===== src/common/pdp_mem_pkg.sv =====
// ##########################################################
// Shared widths, memory size and bus operation codes for the
// main memory subsystem. Modules import it inside their body.
// ##########################################################

package pdp_mem_pkg;

   // ##########################################################
   // Bus widths
   // ##########################################################

   localparam int addr_width = 16;       // Byte address on the bus.
   localparam int data_width = 16;       // One machine word.
   localparam int byte_width = 8;        // One bank lane.

   // ##########################################################
   // Storage geometry
   // ##########################################################

   localparam int bank_depth      = 8192;   // Words held by each bank.
   localparam int bank_addr_width = 13;     // Index into one bank.

   // Addresses at or above this size are nonexistent memory.
   localparam int mem_bytes = 16384;

   // ##########################################################
   // Request kinds
   // ##########################################################

   typedef enum logic [1:0]
   {
      op_read_word  = 2'b00,
      op_read_byte  = 2'b01,
      op_write_word = 2'b10,
      op_write_byte = 2'b11
   } bus_op_t;

   // Bit 1 of the code marks a write and bit 0 a byte access.

endpackage


===== src/mem_ctrl.sv =====
// ##########################################################
// Bus control for main memory. Checks each strobe request,
// drives the memory enables in the request cycle and
// registers the done or err pulse with the read data.
// ##########################################################

`timescale 1ns/10ps

module mem_ctrl
(
   input  logic                                   CLK,
   input  logic                                   arst_n,
   input  logic                                   req,
   input  pdp_mem_pkg::bus_op_t                    op,
   input  logic [pdp_mem_pkg::addr_width-1:0]      addr,
   input  logic [pdp_mem_pkg::data_width-1:0]      wdata,
   input  logic [pdp_mem_pkg::data_width-1:0]      mem_rdata,
   output logic                                   ce,
   output logic                                   we,
   output logic                                   byte_op,
   output logic [pdp_mem_pkg::bank_addr_width:0]   mem_addr,
   output logic [pdp_mem_pkg::data_width-1:0]      mem_wdata,
   output logic                                   done,
   output logic                                   err,
   output logic [pdp_mem_pkg::data_width-1:0]      rdata
);

   import pdp_mem_pkg::*;

   logic is_write;
   logic is_byte;
   logic odd_word;
   logic nxm;
   logic valid;

   // ##########################################################
   // Request decode
   // ##########################################################

   always_comb
   begin
      is_write = 1'b0;
      is_byte  = 1'b0;
      unique case (op)
         op_read_word:  ;
         op_read_byte:  is_byte = 1'b1;
         op_write_word: is_write = 1'b1;
         op_write_byte:
         begin
            is_write = 1'b1;
            is_byte  = 1'b1;
         end
         default: ;
      endcase
   end

   assign odd_word = !is_byte && addr[0];                // Words must be aligned.
   assign nxm      = addr >= addr_width'(mem_bytes);     // Beyond the fitted memory.
   assign valid    = !odd_word && !nxm;

   // ##########################################################
   // Memory side
   // ##########################################################

   assign ce        = req && valid;
   assign we        = ce && is_write;                    // Rejected writes change nothing.
   assign byte_op   = is_byte;
   assign mem_addr  = addr[bank_addr_width:0];
   assign mem_wdata = wdata;

   // ##########################################################
   // Reply
   // ##########################################################

   // The write above lands at the same edge that loads these flops,
   // so a read in the following cycle already sees the new data.
   always_ff @(posedge CLK or negedge arst_n)
   begin
      if (!arst_n)
      begin
         done  <= 1'b0;
         err   <= 1'b0;
         rdata <= '0;
      end
      else
      begin
         done <= req && valid;
         err  <= req && !valid;
         if (req && valid && !is_write)
         begin
            rdata <= mem_rdata;                          // Capture only valid reads.
         end
         else
         begin
            rdata <= '0;
         end
      end
   end

endmodule


===== config.mk =====
export PLATFORM = sky130hd
export DESIGN_NAME = mem_ctrl
export DESIGN_NICKNAME = d
export VERILOG_FILES = /design/src/common/pdp_mem_pkg.sv /design/src/mem_ctrl.sv
export SDC_FILE = /design/constraint.sdc
export NUM_CORES = 1
export LEC_CHECK = 0
export ABC_AREA = 1
export ABC_CLOCK_PERIOD_IN_PS = 800
export BUFFER_PORTS_ARGS = -buffer_cell sky130_fd_sc_hd__buf_2
export CORE_UTILIZATION = 33
export DETAILED_ROUTE_END_ITERATION = 6
export GPL_ROUTABILITY_DRIVEN = 0
export PLACE_DENSITY_LB_ADDON = 0.3
export SLEW_MARGIN = 10
export SYNTH_ARGS = -nofsm -noshare
export SYNTH_HDL_FRONTEND = slang
export SYNTH_SLANG_ARGS = --single-unit

===== constraint.sdc =====
create_clock -name CLK -period 0.8 [get_ports CLK]
set_input_delay 0.16 -clock CLK [delete_from_list [all_inputs] [get_ports CLK]]
set_output_delay 0.16 -clock CLK [all_outputs]
set_load 0.05 [all_outputs]

==> results.sh, run 1 <==
export IMPL_area_growth_pct=31.3
export IMPL_totalWireLength_mm=2.00
export IMPL_dp_final_hpwl_mm=1.44
export IMPL_syn_cell_area_um2=908
export IMPL_relSlewSlack=0.737
export IMPL_cp_start_kind="register"
export IMPL_finalNonFillerCells=146
export IMPL_hold_slack_ps=68.9
export IMPL_clock_fmax_mhz=1000
export IMPL_yosysMostFrequentCell="buf_4"
export IMPL_min_to="rdata[1]"
export IMPL_setup_viol=20
export IMPL_wire_per_inst_um=13.7
export IMPL_synth_top_cells_by_count="buf_4, inv_1, dfrtp_1, nor2_2, nor2_1"
export IMPL_ys_warn_count=0
export IMPL_setup_slack_ps=-199
export IMPL_crit_chain="buf_6"
export IMPL_nNetsFinal=170
export IMPL_arrival_ps=840
export IMPL_synthFlopType="dfrtp_1"
export IMPL_ys_top_cells_by_area="dfrtp_1, buf_4, inv_1"
export IMPL_min_delay_start="mem_rdata[1]"
export IMPL_min_path_cells=3
export IMPL_max_cap_violations=0
export IMPL_dieArea_um2=2970
export IMPL_ys_seq_elements=18
export IMPL_cts_clk_slew_worst_paths_ps=100
export IMPL_placementRows=18
export IMPL_worstPathMaxFanout=1
export IMPL_fin_util=0.469
export IMPL_grt_usage=0.138
export IMPL_cts_sinks=18
export IMPL_syn_inst=92
export IMPL_cts_buffers=3
export IMPL_post_place_cells=139
export IMPL_core_area_um2=2540
export IMPL_violations="setup timing"
export IMPL_syn_nets=145
export IMPL_yosysUniqueCellTypes=13
export IMPL_worst_path_max_delay_cell="dfrtp_1"
export IMPL_clockBufferDepth=2
export IMPL_grt_pass1_wl_mm=2.68
export IMPL_die_w_um=54.5
export IMPL_path_delay_family="flip-flops"
export IMPL_async_flop_share=1.00
export IMPL_cts_tree="yes"
export IMPL_grt_overflow=0
export IMPL_status="finished with violations"
export IMPL_power_per_cell_area_nw_per_um2=1500
export IMPL_first_pass_iters=4
export IMPL_cp_num_buf_inv=1
export IMPL_antenna_found_initial=0
export IMPL_ctsHtreeMaxLevel=1
export IMPL_vias_per_cell=3.96
export IMPL_period_needed_ps=999
export IMPL_ir_worst_vdd_uv=958
export IMPL_start_util=0.357
export IMPL_grt_start_max_net_pins=19
export IMPL_dieHeight_um=54.5
export IMPL_drv_slew=0
export IMPL_drtIter0Drc=4
export IMPL_post_route_period_util=1.25
export IMPL_critical_path_class="reg -> out"
export IMPL_vias=578
export IMPL_synth_edff_count=0
export IMPL_syn_area_per_cell_um2=9.87
export IMPL_grt_setup_unrepaired="true"
export IMPL_diodes=0
export IMPL_max_stage_delay_ps=400
export IMPL_grt_pass1_vias=489
export IMPL_required_ps=640
export IMPL_drc=0
export IMPL_critPathLaunch="rdata[11]"
export IMPL_layout_drive_gt1_share=0.621
export IMPL_yosysTopAreaCellShare=0.496
export IMPL_crit_path_end_kind="output port"
export IMPL_hold_violations=0
export IMPL_leakagePower_nw=0.687
export IMPL_synth_area_leader_cell="dfrtp_1"
export IMPL_clockRootBuffer="clkbuf_4"
export IMPL_ys_seq_area_frac=0.496
export IMPL_port_buffers=45
export IMPL_io_pins=104
export IMPL_antenna_left=0
export IMPL_min_path_type="in -> reg"
export IMPL_total_power_w=0.00179
export IMPL_tightestPinTransition_ps=394
worst max-delay path by stage:
stage	endpoint	slack, ps	depth (start not counted)
after detailed placement	we	-220	5
after global placement	we	-200	5
after CTS	rdata[3]	-220	1
final	rdata[11]	-200	1
after global routing	rdata[1]	-250	1
after floorplan	we	-170	3
cells by family (layout without fill, tap and decap cells):
family | Yosys count | after routing | synth area share
simple gates | 22 | 22 | 0.156
buf+inv | 51 | 75 | 0.343
compound gates | 1 | 1 | 0.00550
flops | 18 | 18 | 0.496
final cells by class:
type | instances | area (µm²)
repair buffers | 52 | 424
multi-input cells | 23 | 173
well taps | 30 | 37.5
fillers | 235 | 1350
flip-flops and latches | 18 | 450
clock buffers | 4 | 36.3
inverters | 19 | 71.3
layout by cell type, fill, tap and decap left out:
cell type,instances
buf_2,24
nor2_2,9
buf_6,21
nor2_4,3
nand2_2,1
nand4_4,1
buf_12,1
a21oi_1,1
dfrtp_1,18
inv_1,18
inv_2,1
clkbuf_4,3
nor2_1,6
clkbuf_8,1
nor3_4,1
buf_4,5
nand2_4,1
dlygate4sd3_1,1
per-stage QoR:
| stage | setup TNS [ps] | cell area, µm² | worst slack, ps |
|---|---|---|---|
| global placement | -2140 | 995 | -202 |
| floorplan | -264 | 930 | -174 |
| global route | -4520 | 1190 | -255 |
| detailed placement | -2530 | 995 | -224 |
| CTS | -3820 | 1180 | -221 |
| finish | -3530 | 1190 | -199 |
report_power, final:
part,internal (W),switching [W],leakage [nW]
Sequential,0.000925,0.00000756,0.248
Clock,0.000277,0.000267,0.0210
Combinational,0.000126,0.000192,0.418
sequential cells by signal (all words and copies together) (netlist names):
signal  flops
rdata      16
done        1
err         1
per-layer routing:
| layer | GRT usage | vias up | routed length [µm] |
|---|---|---|---|
| met1 | 0.123 | 241 | 550 |
| met3 | 0.0500 | 8 | 250 |
| met4 | 0.103 | 0 | 62 |
| met2 | 0.252 | 51 | 1130 |
| met5 | 0 | - | 0 |
| li1 | - | 278 | - |
repair_timing:
action	CTS	global route
hold buffers	1	0
pin swaps	3	0
gates resized for setup	42	1
setup endpoints to repair	20	20
endpoints found under the hold margin	18	0
setup buffers	1	1
(Power assumes the default switching activity.)
==> run 2, diff against run 1 <==
Settings changed: PLACE_DENSITY set to 0.87, PLACE_DENSITY_LB_ADDON 0.3 to unset.
==> run 2 against run 1 <==
- the flow still finishes with violations (setup timing)
- core utilization up 0.098 points
- critical path type unchanged
- wire length down 3.4%
- cell count down 0.68%
- maximum frequency down 0.85%
- sequential share of layout area down 0.079 points
- power down 1.2%
- worst hold slack better by 13 ps
- largest cell class unchanged
- largest power group unchanged
- worst setup slack worse by 8.5 ps
==> results.sh, run 2 (synthesis gave the netlist of run 1 again) <==
export IMPL_post_place_cells=140
export IMPL_ctsHtreeMaxLevel=1
export IMPL_placementRows=18
export IMPL_core_area_um2=2540
export IMPL_nFillCells=211
export IMPL_crit_cells=1
export IMPL_worstPathMaxFanout=1
export IMPL_required_ps=640
export IMPL_status="finished with violations"
export IMPL_violations="setup timing"
export IMPL_crit_end="rdata[12]"
export IMPL_vias_per_cell=4.23
export IMPL_drv_slew=0
export IMPL_grt_usage=0.128
export IMPL_io_pins=104
export IMPL_clockRootBuffer="clkbuf_4"
export IMPL_totalWireLength_mm=1.93
export IMPL_dieHeight_um=54.5
export IMPL_path_delay_family="flip-flops"
export IMPL_antenna_found_initial=0
export IMPL_diodes=0
export IMPL_area_growth_pct=31.5
export IMPL_leakagePower_nw=0.686
export IMPL_cts_clk_slew_worst_paths_ps=90
export IMPL_dieArea_um2=2970
export IMPL_critical_path_class="reg -> out"
export IMPL_p_int_w=0.00133
export IMPL_hold_slack_ps=82.2
export IMPL_largestRegisters="rdata (16), done (1), err (1)"
export IMPL_period_needed_ps=1010
export IMPL_drtIter0Drc=5
export IMPL_start_util=0.357
export IMPL_clock_fmax_mhz=993
export IMPL_switching_share=0.251
export IMPL_grt_overflow=0
export IMPL_nNetsFinal=169
export IMPL_critPathLaunch="rdata[12]"
export IMPL_seq_power_share=0.527
export IMPL_port_buffers=45
export IMPL_fin_setup_tns_ps=-3360
export IMPL_vias=613
export IMPL_power_switching_w=0.000444
export IMPL_max_cap_violations=0
export IMPL_final_cell_mix="buf_2, buf_6, inv_1, dfrtp_1, nor2_2"
export IMPL_relSlewSlack=0.752
export IMPL_max_stage_delay_ps=410
export IMPL_layout_drive_gt1_share=0.617
export IMPL_clkPwrFrac=0.293
export IMPL_cp_start_kind="register"
export IMPL_largest_register_ff_count=16
export IMPL_arrival_ps=850
export IMPL_p_comb_frac=0.181
export IMPL_fin_area_um2=1190
export IMPL_first_pass_iters=4
export IMPL_total_power_w=0.00177
export IMPL_hold_violations=0
export IMPL_grt_start_max_net_pins=19
export IMPL_cts_buffers=3
export IMPL_setup_slack_ps=-207
export IMPL_cts_tree="yes"
export IMPL_ir_worst_vdd_uv=956
export IMPL_post_route_period_util=1.26
export IMPL_top_register="rdata"
export IMPL_wire_per_inst_um=13.3
export IMPL_layout_commonest_cell="buf_2"
export IMPL_cts_sinks=18
export IMPL_cp_num_buf_inv=1
export IMPL_min_path_type="in -> reg"
export IMPL_grt_pass1_wl_mm=2.63
export IMPL_grt_pass1_vias=608
export IMPL_finalNonFillerCells=145
export IMPL_worst_path_max_delay_cell="dfrtp_1"
export IMPL_tightestPinTransition_ps=372
export IMPL_crit_chain="buf_6"
export IMPL_grt_setup_unrepaired="true"
export IMPL_clockBufferDepth=2
export IMPL_min_delay_start="mem_rdata[15]"
export IMPL_die_w_um=54.5
export IMPL_dpl_cell_area_um2=1000
export IMPL_antenna_left=0
export IMPL_setup_viol=20
export IMPL_power_per_cell_area_nw_per_um2=1480
export IMPL_dp_final_hpwl_mm=1.33
export IMPL_crit_path_end_kind="output port"
export IMPL_drc=0
## run 2: metrics by stage
step                      setup WS (ps)  utilization
after floorplan                    -174            -
after global placement             -201        0.394
after detailed placement           -224        0.394
after CTS                          -195        0.468
after global routing               -250        0.470
final                              -207        0.470
## run 2: repair_timing
item | CTS | global route
hold buffers | 1 | 0
endpoints found under the setup margin | 20 | 20
gates resized for setup | 43 | 2
endpoints found under the hold margin | 18 | 0
buffers inserted | 0 | 0
pin swaps | 3 | 1
## run 2: final cells by class
| type | count | area, µm² | area share |
|---|---|---|---|
| clock buffers | 4 | 36.3 | 0.0304 |
| inverters | 19 | 71.3 | 0.0597 |
| multi-input cells | 23 | 173 | 0.145 |
| flip-flops and latches | 18 | 450 | 0.377 |
| well taps | 30 | 37.5 | 0.0314 |
| repair buffers | 51 | 427 | 0.357 |
## run 2: metal layers
metal  track usage  share of wire  up-vias
met5             0              0        -
met4         0.115          0.057        0
met3        0.0361           0.15       16
met2         0.260           0.56       59
met1        0.0891           0.24      262
li1              -              -      276
## run 2: worst min-delay path: cells and delay by family
kind          cells  cell delay (ps)
simple gates      1               30
buf+inv           2              130
## run 2: how the worst min path moves through the flow
stage | endpoint | slack (ps) | depth (start not counted)
floorplan | done | -140 | 0
global placement | rdata[8] | 90 | 1
detailed placement | rdata[7] | 90 | 1
CTS | rdata[15] | 80 | 3
global route | rdata[12] | 60 | 3
finish | rdata[15] | 80 | 3
## run 2: power by group through the flow
stage,clock [W],sequential [W],combinational (W)
3_5_place_dp,0,0.000947,0.000280
2_1_floorplan,0,0.00101,0.000492
6_report,0.000518,0.000933,0.000320
3_3_place_gp,0,0.000946,0.000276
5_1_grt,0.000588,0.000935,0.000346
4_1_cts,0.000531,0.000933,0.000316
